### src/common/exec_config.svh
// Execute stage configuration: datapath widths and pointer step sizes
`ifndef EXEC_CONFIG_SVH
`define EXEC_CONFIG_SVH

// Architectural widths
`define EXEC_DATA_W 64      // One operand word, wide enough for MMX
`define EXEC_ADDR_W 32      // EIP and the pointer registers
`define EXEC_OP_W   5       // Op code field

// Packed lane widths inside an operand word
`define EXEC_DW_W   32
`define EXEC_W_W    16

// Shift count field, x86 masks the count to five bits
`define EXEC_CNT_W  5

// Pointer steps per operand size
`define EXEC_STEP_B 32'd1
`define EXEC_STEP_W 32'd2
`define EXEC_STEP_D 32'd4

`endif

### src/common/exec_pkg.sv
// Execute stage types: op codes, operand word views, micro-op and result bundles
`include "exec_config.svh"

package exec_pkg;

    typedef enum logic [`EXEC_OP_W-1:0] {
        OP_ADD,
        OP_AND,
        OP_OR,
        OP_NOT,
        OP_SAL,
        OP_SAR,
        OP_PADDW,
        OP_PADDD,
        OP_MOV,
        OP_CMOVC,
        OP_XCHG,
        OP_MOVS,
        OP_PUSH,
        OP_POP,
        OP_CALL_NEAR,
        OP_RET,
        OP_JMP_NEAR,
        OP_JCC,
        OP_CLD,
        OP_STD
    } exec_op_e;

    // Operand size in bytes, 8 byte encoding unused here
    typedef enum logic [1:0] {
        SZ_1 = 2'd0,
        SZ_2 = 2'd1,
        SZ_4 = 2'd2
    } op_size_e;

    // Same 64 bits seen as a quadword or as packed MMX lanes
    typedef union packed {
        logic [`EXEC_DATA_W-1:0]                          quad;
        logic [`EXEC_DATA_W/`EXEC_DW_W-1:0][`EXEC_DW_W-1:0] dw;
        logic [`EXEC_DATA_W/`EXEC_W_W-1:0][`EXEC_W_W-1:0]   w;
    } op_word_u;

    // cf lands in bit 0
    typedef struct packed {
        logic of;
        logic df;
        logic sf;
        logic zf;
        logic af;
        logic pf;
        logic cf;
    } eflags_t;

    typedef enum logic [1:0] {
        COND_ALWAYS = 2'd0,
        COND_Z      = 2'd1,
        COND_NZ     = 2'd2,
        COND_C      = 2'd3
    } cond_e;

    typedef struct packed {
        exec_op_e                op;
        op_size_e                size;
        op_word_u                op1;
        op_word_u                op2;
        op_word_u                op3;
        op_word_u                op4;
        eflags_t                 fmask;       // Flags this op may write
        cond_e                   cond;
        logic                    is_imm;      // RET imm16 form
        logic [`EXEC_ADDR_W-1:0] eip;
        logic [`EXEC_ADDR_W-1:0] next_eip;
        logic [`EXEC_ADDR_W-1:0] pred_target;
        logic                    pred_taken;
        logic [3:0]              wr_en;       // Bit 0 is res1
    } uop_t;

    typedef struct packed {
        logic [`EXEC_DATA_W-1:0] res1;
        logic [`EXEC_DATA_W-1:0] res2;
        logic [`EXEC_DATA_W-1:0] res3;
        logic [`EXEC_DATA_W-1:0] res4;
        logic [3:0]              wb;
        op_size_e                size;
    } exec_res_t;

    typedef struct packed {
        logic                    valid;
        logic                    taken;
        logic                    correct;
        logic [`EXEC_ADDR_W-1:0] fip;     // Fetch restart address
    } br_res_t;

endpackage

### src/alu/exec_alu.sv
// Result-1 ALU: sized integer ops, shifts and packed MMX adds with flag generation
`include "exec_config.svh"

module exec_alu (
    input  exec_pkg::uop_t     uop,
    input  exec_pkg::eflags_t  flags_in,
    output exec_pkg::op_word_u result,
    output exec_pkg::eflags_t  flags_out
);

    logic [`EXEC_DW_W-1:0]   a;            // Low dword of op1
    logic [`EXEC_DW_W-1:0]   b;            // Low dword of op2
    logic [`EXEC_DW_W-1:0]   size_mask;
    logic [4:0]              msb;          // Sign bit index at op size
    logic [`EXEC_DW_W-1:0]   a_m;
    logic [`EXEC_DW_W-1:0]   b_m;
    logic [`EXEC_DW_W-1:0]   a_sx;         // op1 sign extended from op size
    logic [`EXEC_DW_W:0]     sum;
    logic [`EXEC_CNT_W-1:0]  cnt;
    logic [2*`EXEC_DW_W-1:0] sal_wide;
    logic [`EXEC_DW_W:0]     sar_wide;     // Extra low bit catches last bit out
    logic [`EXEC_DW_W-1:0]   r;
    logic                    sized_op;     // Merge r into low dword of op1
    logic                    szp_upd;

    assign a = uop.op1.dw[0];
    assign b = uop.op2.dw[0];

    always_comb begin
        case (uop.size)
            exec_pkg::SZ_1: begin
                size_mask = 32'h0000_00ff;
                msb       = 5'd7;
                a_sx      = {{24{a[7]}}, a[7:0]};
            end
            exec_pkg::SZ_2: begin
                size_mask = 32'h0000_ffff;
                msb       = 5'd15;
                a_sx      = {{16{a[15]}}, a[15:0]};
            end
            default: begin
                size_mask = 32'hffff_ffff;
                msb       = 5'd31;
                a_sx      = a;
            end
        endcase
    end

    assign a_m      = a & size_mask;
    assign b_m      = b & size_mask;
    assign sum      = {1'b0, a_m} + {1'b0, b_m};
    assign cnt      = b[`EXEC_CNT_W-1:0];
    assign sal_wide = {{`EXEC_DW_W{1'b0}}, a_m} << cnt;
    assign sar_wide = $signed({a_sx, 1'b0}) >>> cnt;

    always_comb begin
        r         = '0;
        result    = uop.op2;   // MOV, CMOVC and the pointer ops carry op2
        flags_out = flags_in;
        sized_op  = 1'b0;
        szp_upd   = 1'b0;
        case (uop.op)
            exec_pkg::OP_ADD: begin
                r            = sum[`EXEC_DW_W-1:0];
                sized_op     = 1'b1;
                szp_upd      = 1'b1;
                flags_out.cf = sum[msb+1];
                flags_out.of = (a_m[msb] == b_m[msb]) && (r[msb] != a_m[msb]);
                flags_out.af = a[4] ^ b[4] ^ r[4];
            end
            exec_pkg::OP_AND, exec_pkg::OP_OR: begin
                r            = (uop.op == exec_pkg::OP_AND) ? (a & b) : (a | b);
                sized_op     = 1'b1;
                szp_upd      = 1'b1;
                flags_out.cf = 1'b0;
                flags_out.of = 1'b0;
                flags_out.af = 1'b0;
            end
            exec_pkg::OP_NOT: begin
                r        = ~a;
                sized_op = 1'b1;
            end
            exec_pkg::OP_SAL: begin
                r        = sal_wide[`EXEC_DW_W-1:0];
                sized_op = 1'b1;
                // Zero count leaves the flags alone
                if (cnt != '0) begin
                    szp_upd      = 1'b1;
                    flags_out.cf = sal_wide[msb+1];
                    flags_out.of = r[msb] ^ sal_wide[msb+1];
                    flags_out.af = 1'b0;
                end
            end
            exec_pkg::OP_SAR: begin
                r        = sar_wide[`EXEC_DW_W:1];
                sized_op = 1'b1;
                if (cnt != '0) begin
                    szp_upd      = 1'b1;
                    flags_out.cf = sar_wide[0];
                    flags_out.of = 1'b0;
                    flags_out.af = 1'b0;
                end
            end
            exec_pkg::OP_PADDW: begin
                for (int i = 0; i < `EXEC_DATA_W/`EXEC_W_W; i++) begin
                    result.w[i] = uop.op1.w[i] + uop.op2.w[i];   // Wraps per lane
                end
            end
            exec_pkg::OP_PADDD: begin
                for (int i = 0; i < `EXEC_DATA_W/`EXEC_DW_W; i++) begin
                    result.dw[i] = uop.op1.dw[i] + uop.op2.dw[i];
                end
            end
            exec_pkg::OP_JMP_NEAR, exec_pkg::OP_JCC, exec_pkg::OP_CALL_NEAR: begin
                result.quad = {{(`EXEC_DATA_W-`EXEC_ADDR_W){1'b0}}, uop.eip + a};
            end
            exec_pkg::OP_CLD: flags_out.df = 1'b0;
            exec_pkg::OP_STD: flags_out.df = 1'b1;
            default: ;
        endcase

        if (sized_op) begin
            r           = r & size_mask;
            result.quad = {uop.op1.dw[1], (a & ~size_mask) | r};   // Keep untouched bytes
        end
        if (szp_upd) begin
            flags_out.zf = (r == '0);
            flags_out.sf = r[msb];
            flags_out.pf = ~^r[7:0];   // Even parity of low byte
        end
    end

endmodule

### src/hdl/cond_eval.sv
// Condition evaluation: CMOVC skip and branch resolution against the prediction
`include "exec_config.svh"

module cond_eval (
    input  exec_pkg::uop_t          uop,
    input  exec_pkg::eflags_t       flags,
    input  logic [`EXEC_ADDR_W-1:0] target,
    output logic                    skip,
    output exec_pkg::br_res_t       br
);

    logic cond_ok;
    logic is_br;
    logic taken;
    logic target_hit;

    always_comb begin
        case (uop.cond)
            exec_pkg::COND_Z:  cond_ok = flags.zf;
            exec_pkg::COND_NZ: cond_ok = !flags.zf;
            exec_pkg::COND_C:  cond_ok = flags.cf;
            default:           cond_ok = 1'b1;
        endcase
    end

    // CMOVC with carry clear writes nothing
    assign skip = (uop.op == exec_pkg::OP_CMOVC) && !flags.cf;

    assign is_br = (uop.op == exec_pkg::OP_JMP_NEAR) ||
                   (uop.op == exec_pkg::OP_JCC) ||
                   (uop.op == exec_pkg::OP_CALL_NEAR) ||
                   (uop.op == exec_pkg::OP_RET);

    // Only JCC can fall through
    assign taken = is_br && ((uop.op != exec_pkg::OP_JCC) || cond_ok);

    assign target_hit = (target == uop.pred_target);

    always_comb begin
        br.valid   = is_br;
        br.taken   = taken;
        br.fip     = taken ? target : uop.next_eip;
        br.correct = (taken == uop.pred_taken) && (!taken || target_hit);
    end

endmodule

### src/hdl/eflags_reg.sv
// EFLAGS register, each load writes only the bits selected by the op's flag mask

module eflags_reg (
    input  logic              clk,
    input  logic              rst_n,
    input  logic              load,
    input  exec_pkg::eflags_t mask,
    input  exec_pkg::eflags_t flags_new,
    output exec_pkg::eflags_t flags
);

    exec_pkg::eflags_t flags_next;

    // Unmasked bits hold, so CLD and STD only touch df
    always_comb begin
        flags_next = (flags & ~mask) | (flags_new & mask);
    end

    always_ff @(posedge clk or negedge rst_n) begin
        if (!rst_n) begin
            flags <= '0;
        end else if (load) begin
            flags <= flags_next;
        end
    end

endmodule

### src/hdl/exec_top.sv
// Execute stage top: ALU, flags, condition and pointer logic into one output register
`include "exec_config.svh"

module exec_top (
    input  logic                clk,
    input  logic                rst_n,
    input  logic                valid_in,
    input  exec_pkg::uop_t      uop,
    output logic                valid_out,
    output exec_pkg::exec_res_t res,
    output exec_pkg::br_res_t   br,
    output exec_pkg::eflags_t   eflags
);

    exec_pkg::op_word_u      alu_res;
    exec_pkg::eflags_t       alu_flags;
    exec_pkg::br_res_t       br_next;
    logic [`EXEC_DATA_W-1:0] res2_next;
    logic [`EXEC_DATA_W-1:0] res3_next;
    logic [`EXEC_DATA_W-1:0] res4_next;
    logic [`EXEC_ADDR_W-1:0] br_target;
    logic                    skip;
    logic                    accept;       // Valid and not a skipped CMOVC

    // Output register stage
    logic [3:0]              wb_q;
    logic                    br_valid_q;
    logic [`EXEC_DATA_W-1:0] res1_q;
    logic [`EXEC_DATA_W-1:0] res2_q;
    logic [`EXEC_DATA_W-1:0] res3_q;
    logic [`EXEC_DATA_W-1:0] res4_q;
    exec_pkg::op_size_e      size_q;
    logic                    br_taken_q;
    logic                    br_correct_q;
    logic [`EXEC_ADDR_W-1:0] br_fip_q;

    exec_alu u_alu (
        .uop       (uop),
        .flags_in  (eflags),
        .result    (alu_res),
        .flags_out (alu_flags)
    );

    eflags_reg u_eflags (
        .clk       (clk),
        .rst_n     (rst_n),
        .load      (accept),
        .mask      (uop.fmask),
        .flags_new (alu_flags),
        .flags     (eflags)
    );

    // RET pops its target into op1, the rest compute it in the ALU
    assign br_target = (uop.op == exec_pkg::OP_RET) ? uop.op1.quad[`EXEC_ADDR_W-1:0]
                                                    : alu_res.quad[`EXEC_ADDR_W-1:0];

    cond_eval u_cond (
        .uop    (uop),
        .flags  (eflags),
        .target (br_target),
        .skip   (skip),
        .br     (br_next)
    );

    ptr_update u_ptr (
        .uop  (uop),
        .df   (eflags.df),
        .res2 (res2_next),
        .res3 (res3_next),
        .res4 (res4_next)
    );

    assign accept = valid_in && !skip;

    always_ff @(posedge clk or negedge rst_n) begin
        if (!rst_n) begin
            valid_out  <= 1'b0;
            wb_q       <= '0;
            br_valid_q <= 1'b0;
        end else begin
            valid_out  <= accept;
            wb_q       <= uop.wr_en & {4{accept}};
            br_valid_q <= valid_in && br_next.valid;
        end
    end

    always_ff @(posedge clk) begin
        res1_q       <= alu_res.quad;
        res2_q       <= res2_next;
        res3_q       <= res3_next;
        res4_q       <= res4_next;
        size_q       <= uop.size;
        br_taken_q   <= br_next.taken;
        br_correct_q <= br_next.correct;
        br_fip_q     <= br_next.fip;
    end

    assign res = '{res1: res1_q, res2: res2_q, res3: res3_q, res4: res4_q,
                   wb: wb_q, size: size_q};
    assign br  = '{valid: br_valid_q, taken: br_taken_q, correct: br_correct_q,
                   fip: br_fip_q};

endmodule

### src/hdl/ptr_update.sv
// Results 2 to 4: exchange swap, MOVS string pointer steps and stack pointer steps
`include "exec_config.svh"

module ptr_update (
    input  exec_pkg::uop_t          uop,
    input  logic                    df,
    output logic [`EXEC_DATA_W-1:0] res2,
    output logic [`EXEC_DATA_W-1:0] res3,
    output logic [`EXEC_DATA_W-1:0] res4
);

    logic [`EXEC_ADDR_W-1:0] step;        // Size in bytes
    logic [`EXEC_ADDR_W-1:0] str_delta;
    logic [`EXEC_ADDR_W-1:0] stk_delta;
    logic [`EXEC_ADDR_W-1:0] op2_lo;
    logic [`EXEC_ADDR_W-1:0] op3_lo;
    logic [`EXEC_ADDR_W-1:0] op4_lo;
    logic                    is_movs;
    logic                    is_push;
    logic                    is_pop;
    logic                    ret_imm;

    always_comb begin
        case (uop.size)
            exec_pkg::SZ_1: step = `EXEC_STEP_B;
            exec_pkg::SZ_2: step = `EXEC_STEP_W;
            default:        step = `EXEC_STEP_D;
        endcase
    end

    assign op2_lo = uop.op2.quad[`EXEC_ADDR_W-1:0];
    assign op3_lo = uop.op3.quad[`EXEC_ADDR_W-1:0];
    assign op4_lo = uop.op4.quad[`EXEC_ADDR_W-1:0];

    assign is_movs = (uop.op == exec_pkg::OP_MOVS);
    assign is_push = (uop.op == exec_pkg::OP_PUSH) || (uop.op == exec_pkg::OP_CALL_NEAR);
    assign is_pop  = (uop.op == exec_pkg::OP_POP) || (uop.op == exec_pkg::OP_RET);
    assign ret_imm = (uop.op == exec_pkg::OP_RET) && uop.is_imm;

    // ESI and EDI walk down when df is set
    assign str_delta = df ? -step : step;

    always_comb begin
        if (is_push) begin
            stk_delta = -step;
        end else if (ret_imm) begin
            stk_delta = step + op2_lo;   // RET imm16 releases the arguments too
        end else begin
            stk_delta = step;
        end
    end

    // res2: XCHG swap, source pointer for MOVS
    always_comb begin
        if (uop.op == exec_pkg::OP_XCHG) begin
            res2 = uop.op1.quad;
        end else if (is_movs) begin
            res2 = {uop.op2.quad[`EXEC_DATA_W-1:`EXEC_ADDR_W], op2_lo + str_delta};
        end else begin
            res2 = uop.op2.quad;
        end
    end

    // res3: destination pointer for MOVS
    always_comb begin
        if (is_movs) begin
            res3 = {uop.op3.quad[`EXEC_DATA_W-1:`EXEC_ADDR_W], op3_lo + str_delta};
        end else begin
            res3 = uop.op3.quad;
        end
    end

    // res4: ESP
    always_comb begin
        if (is_push || is_pop) begin
            res4 = {uop.op4.quad[`EXEC_DATA_W-1:`EXEC_ADDR_W], op4_lo + stk_delta};
        end else begin
            res4 = uop.op4.quad;
        end
    end

endmodule

### config.mk
export PLATFORM = sky130hd
export DESIGN_NAME = exec_top
export DESIGN_NICKNAME = d
export VERILOG_FILES = /design/src/common/exec_pkg.sv /design/src/alu/exec_alu.sv /design/src/hdl/cond_eval.sv /design/src/hdl/eflags_reg.sv /design/src/hdl/exec_top.sv /design/src/hdl/ptr_update.sv
export VERILOG_INCLUDE_DIRS = /design/src /design/src/common
export SDC_FILE = /design/constraint.sdc
export NUM_CORES = 2
export LEC_CHECK = 0
export BUFFER_PORTS_ARGS = -buffer_cell sky130_fd_sc_hd__buf_2
export CAP_MARGIN = 20
export CORE_MARGIN = 3
export CORE_UTILIZATION = 30
export CTS_BUF_LIST = sky130_fd_sc_hd__clkbuf_8
export CTS_CLUSTER_SIZE = 10
export DETAILED_ROUTE_END_ITERATION = 10
export PLACE_DENSITY = 0.51
export SLEW_MARGIN = 20
export SYNTH_ARGS = -nofsm -noshare
export SYNTH_HDL_FRONTEND = slang
export SYNTH_HIERARCHICAL = 1
export SYNTH_SLANG_ARGS = --single-unit
### constraint.sdc
create_clock -name clk -period 7.3 [get_ports clk]
set_input_delay 2.19 -clock clk [delete_from_list [all_inputs] [get_ports clk]]
set_output_delay 2.19 -clock clk [all_outputs]
set_load 0.03 [all_outputs]
==> flow_summary_export.csv <==
group,metric,value,unit
clock_tree,clk_path_buf_depth,3,
critical_path,worst-path-buf-inv,4,
clock_tree,ctsResizeCount,0,
pwr,leakage,18.2,nW
critical_path,path_delay_family,"compound AO/OA/AOI/OAI gates",
grt,antenna_found_initial,15,
placed_design,post-place-cells,5968,
timing,slew_headroom,0.209,
placed_design,dp_hpwl,133,mm
pwr,vdd_drop_max,0.128,mV
die,core_area,100000,um2
outcome,outcome,"complete, no violations",
finish,final_cell_count_no_fill,6072,
routing,wl_per_cell,26.9,um
clock_tree,post_cts_buffers,0,
synth,synth.net_count,4491,
timing,rsz0062_at_grt,"false",
die,start_util,0.304,
critical_path,reg2reg_depth,10,
synth,syn_inst,3854,
placed_design,dpl-instance-area,37100,um2
clock_tree,root_buffer,"clkbuf_8",
critical_path,path_cells,"buf_4, nand2b_1, o32ai_4, buf_12, nand2_1, o21ai_0, ha_1, a21o_1, a21o_1, a2111o_1, a221oi_4, buf_4, o21ai_0, a21oi_1, o21ai_0, xor2_1, a221oi_1, o22ai_1, mux2_4, xor2_1, nor3_1, buf_4, o2111ai_1, o32ai_1",
critical_path,regToRegEndpoint,"res2_q[20]$_DFF_P_",
min_path,min_path_cells,1,
routing,vias,34100,
synth,synthTopCellsByArea,"dfxtp_1, ha_1, o21ai_0, nand2_1, a21oi_1",
clock_tree,htree_levels,2,
die,die-area,106000,um2
routing,first_iter_violations,3976,
grt,grtUsageTotal,0.293,
finish,area_delta_synth_final,25.6,%
routing,wirelength,164,mm
die,num_rows,116,
critical_path,path_class,"in -> reg",
finish,final_area,38300,um2
clock_tree,cts_tree,"built",
finish,nNetsFinal,5302,
clock_tree,insertion_delay,0.72,ns
synth,synth-edff-count,0,
grt,grt_pass1_vias,31900,
synth,syn_area,30500,um2
routing,routed_via_density,5.61,
synth,ys_ff_latch,305,
routing,first_pass_iters,7,
synth,yosys_warnings,6,
clock_tree,numClockSinks,305,
timing,final-setup-viol-count,0,
clock_tree,cts_buffers,52,
synth,avgSynthCellArea,7.92,um2
clock_tree,clkTransAtPathRegs,0.06,ns
critical_path,critPathLaunchType,"primary input",
critical_path,worst_path_max_delay_cell,"a2111o_1",
timing,fin_ws,0.412,ns
min_path,min_path_type,"reg -> reg",
finish,drive_above_1_share,0.290,
synth,async_flop_share,0.0426,
critical_path,rrSetupSlack,2.76,ns
die,io_pins,682,
job,cap_violations,0,
critical_path,crit_path_end_kind,"register",
synth,synth_cell_types,116,
placed_design,post-place-ws,-0.157,ns
synth,yosysSeqAreaShare,0.202,
timing,drv_slew,0,
die,die_h,325,um
clock_tree,ctsHoldBuffers,0,
timing,clock_skew,0.0823,ns
critical_path,critPathRequiredTime,7.90,ns
critical_path,crit_fanout,6,
routing,ant_nets,0,
die,fp.dieW,325,um
timing,setup_tns,0,ns
grt,gr-total-overflow,0,
synth,synth_largest_area_cell,"dfxtp_1",
pwr,power_density,199,nW/um2
timing,finalCritPeriodShare,0.944,
placed_design,gp_congestion,1.02,
critical_path,slowest_delay,0.53,ns
synth,netlist.area_leader.share,0.192,
timing,min_period,6.89,ns
synth,synthFlopType,"dfxtp_1",
timing,fmax,145,MHz
critical_path,cp.arrival,7.48,ns
grt,grt_pass1_wl,231,mm
grt,grt_max_degree,104,
timing,tightest_slew,1.18,ns
placed_design,io_buffers,681,
finish,fin_util,0.382,
timing,hold_violations,0,
routing,drcViolationCount,0,
[layer usage]
metal	GRT usage	vias to the layer above	routed length (um)	share of wire
li1	-	15700	-	-
met2	0.469	1727	73600	0.45
met3	0.0542	272	14700	0.090
met1	0.394	16300	68800	0.42
met5	0	-	0	0
met4	0.105	0	6420	0.039
[cells by family (layout without fill, tap and decap cells)]
logic type,after synthesis,count (layout),synth area share
compound gates,1255,1255,0.272
xor+xnor,237,237,0.0680
fa+ha+maj,260,260,0.109
buf+inv,415,1267,0.0658
flops,305,305,0.202
mux,286,286,0.118
other cells,0,9,0
simple gates,1096,1096,0.165
[registers in the layout, summed over array words and instances (netlist names), named ones only]
| signal | count |
|---|---|
| size_q | 2 |
| br_taken_q | 1 |
| br_fip_q | 32 |
| res4_q | 64 |
| valid_out | 1 |
| res3_q | 64 |
| br_valid_q | 1 |
| res1_q | 64 |
| res2_q | 64 |
| br_correct_q | 1 |
| wb_q | 4 |
[synth_stat cells (all sizes together), types with 14 or more instances]
cell,instances
nor3,53
ha,251
o21a,26
o22ai,40
o21bai,32
clkbuf,145
mux4,25
and2,37
xnor2,124
a222oi,15
a31oi,42
dfxtp,292
nand2b,35
nand3,77
nor2,327
nor2b,35
o31ai,30
xor2,113
o21ai,338
a21oi,285
a221oi,36
o211ai,31
buf,146
nand4,26
mux2,142
o221ai,15
nor4,20
and3,36
a211oi,37
a21o,113
a2111oi,14
or2,19
inv,122
mux2i,119
nand2,379
a22oi,40
[area by class of cell]
class	instances	area, um2
Timing Repair Buffer	1048	6340
Sequential cell	305	6170
Clock inverter	28	277
Multi-Input combinational cell	3134	22400
Fill cell	10700	62100
Clock buffer	67	922
Antenna cell	9	22.5
Inverter	124	465
Tap cell	1357	1700
[worst max-delay path by stage]
stage                      endpoint  slack [ns]  cells past startpoint      from
2_1_floorplan  br_correct_q$_DFF_P_        0.02                     24  uop[369]
3_3_place_gp   br_correct_q$_DFF_P_       -0.12                     24  uop[369]
3_5_place_dp   br_correct_q$_DFF_P_       -0.16                     24  uop[369]
4_1_cts        br_correct_q$_DFF_P_        0.55                     24  uop[369]
5_1_grt        br_correct_q$_DFF_P_        0.21                     24  uop[369]
6_report       br_correct_q$_DFF_P_        0.41                     24  uop[369]
[stage by stage]
stage	power (W)	hold WS [ns]
6_report	0.00764	0.533
3_5_place_dp	0.00580	0.520
4_1_cts	0.00762	0.536
5_1_grt	0.00805	0.547
3_3_place_gp	0.00580	0.510
2_1_floorplan	0.00447	0.731
[power by group]
| part | internal [W] | switching [W] | total [W] |
|---|---|---|---|
| Sequential | 0.00182 | 0.0000814 | 0.00190 |
| Clock | 0.00101 | 0.000779 | 0.00179 |
| Combinational | 0.00152 | 0.00243 | 0.00395 |
[layout by cell type, fill, tap and decap left out, drive strengths merged, types with 19 or more instances in the layout]
cell	n
nand2	379
xor2	113
and2	37
ha	251
inv	138
o31ai	30
mux4	25
a21oi	285
xnor2	124
o211ai	31
mux2	142
a22oi	40
a31oi	42
and3	36
nor2	327
nand2b	35
mux2i	119
buf	1048
o22ai	40
a221oi	36
a21o	113
o21a	26
clkbuf	67
nand3	77
nor2b	35
o21ai	338
nand4	26
a211oi	37
nor3	53
dfxtp	292
nor4	20
o21bai	32
or2	19
(Power assumes the default switching activity.)
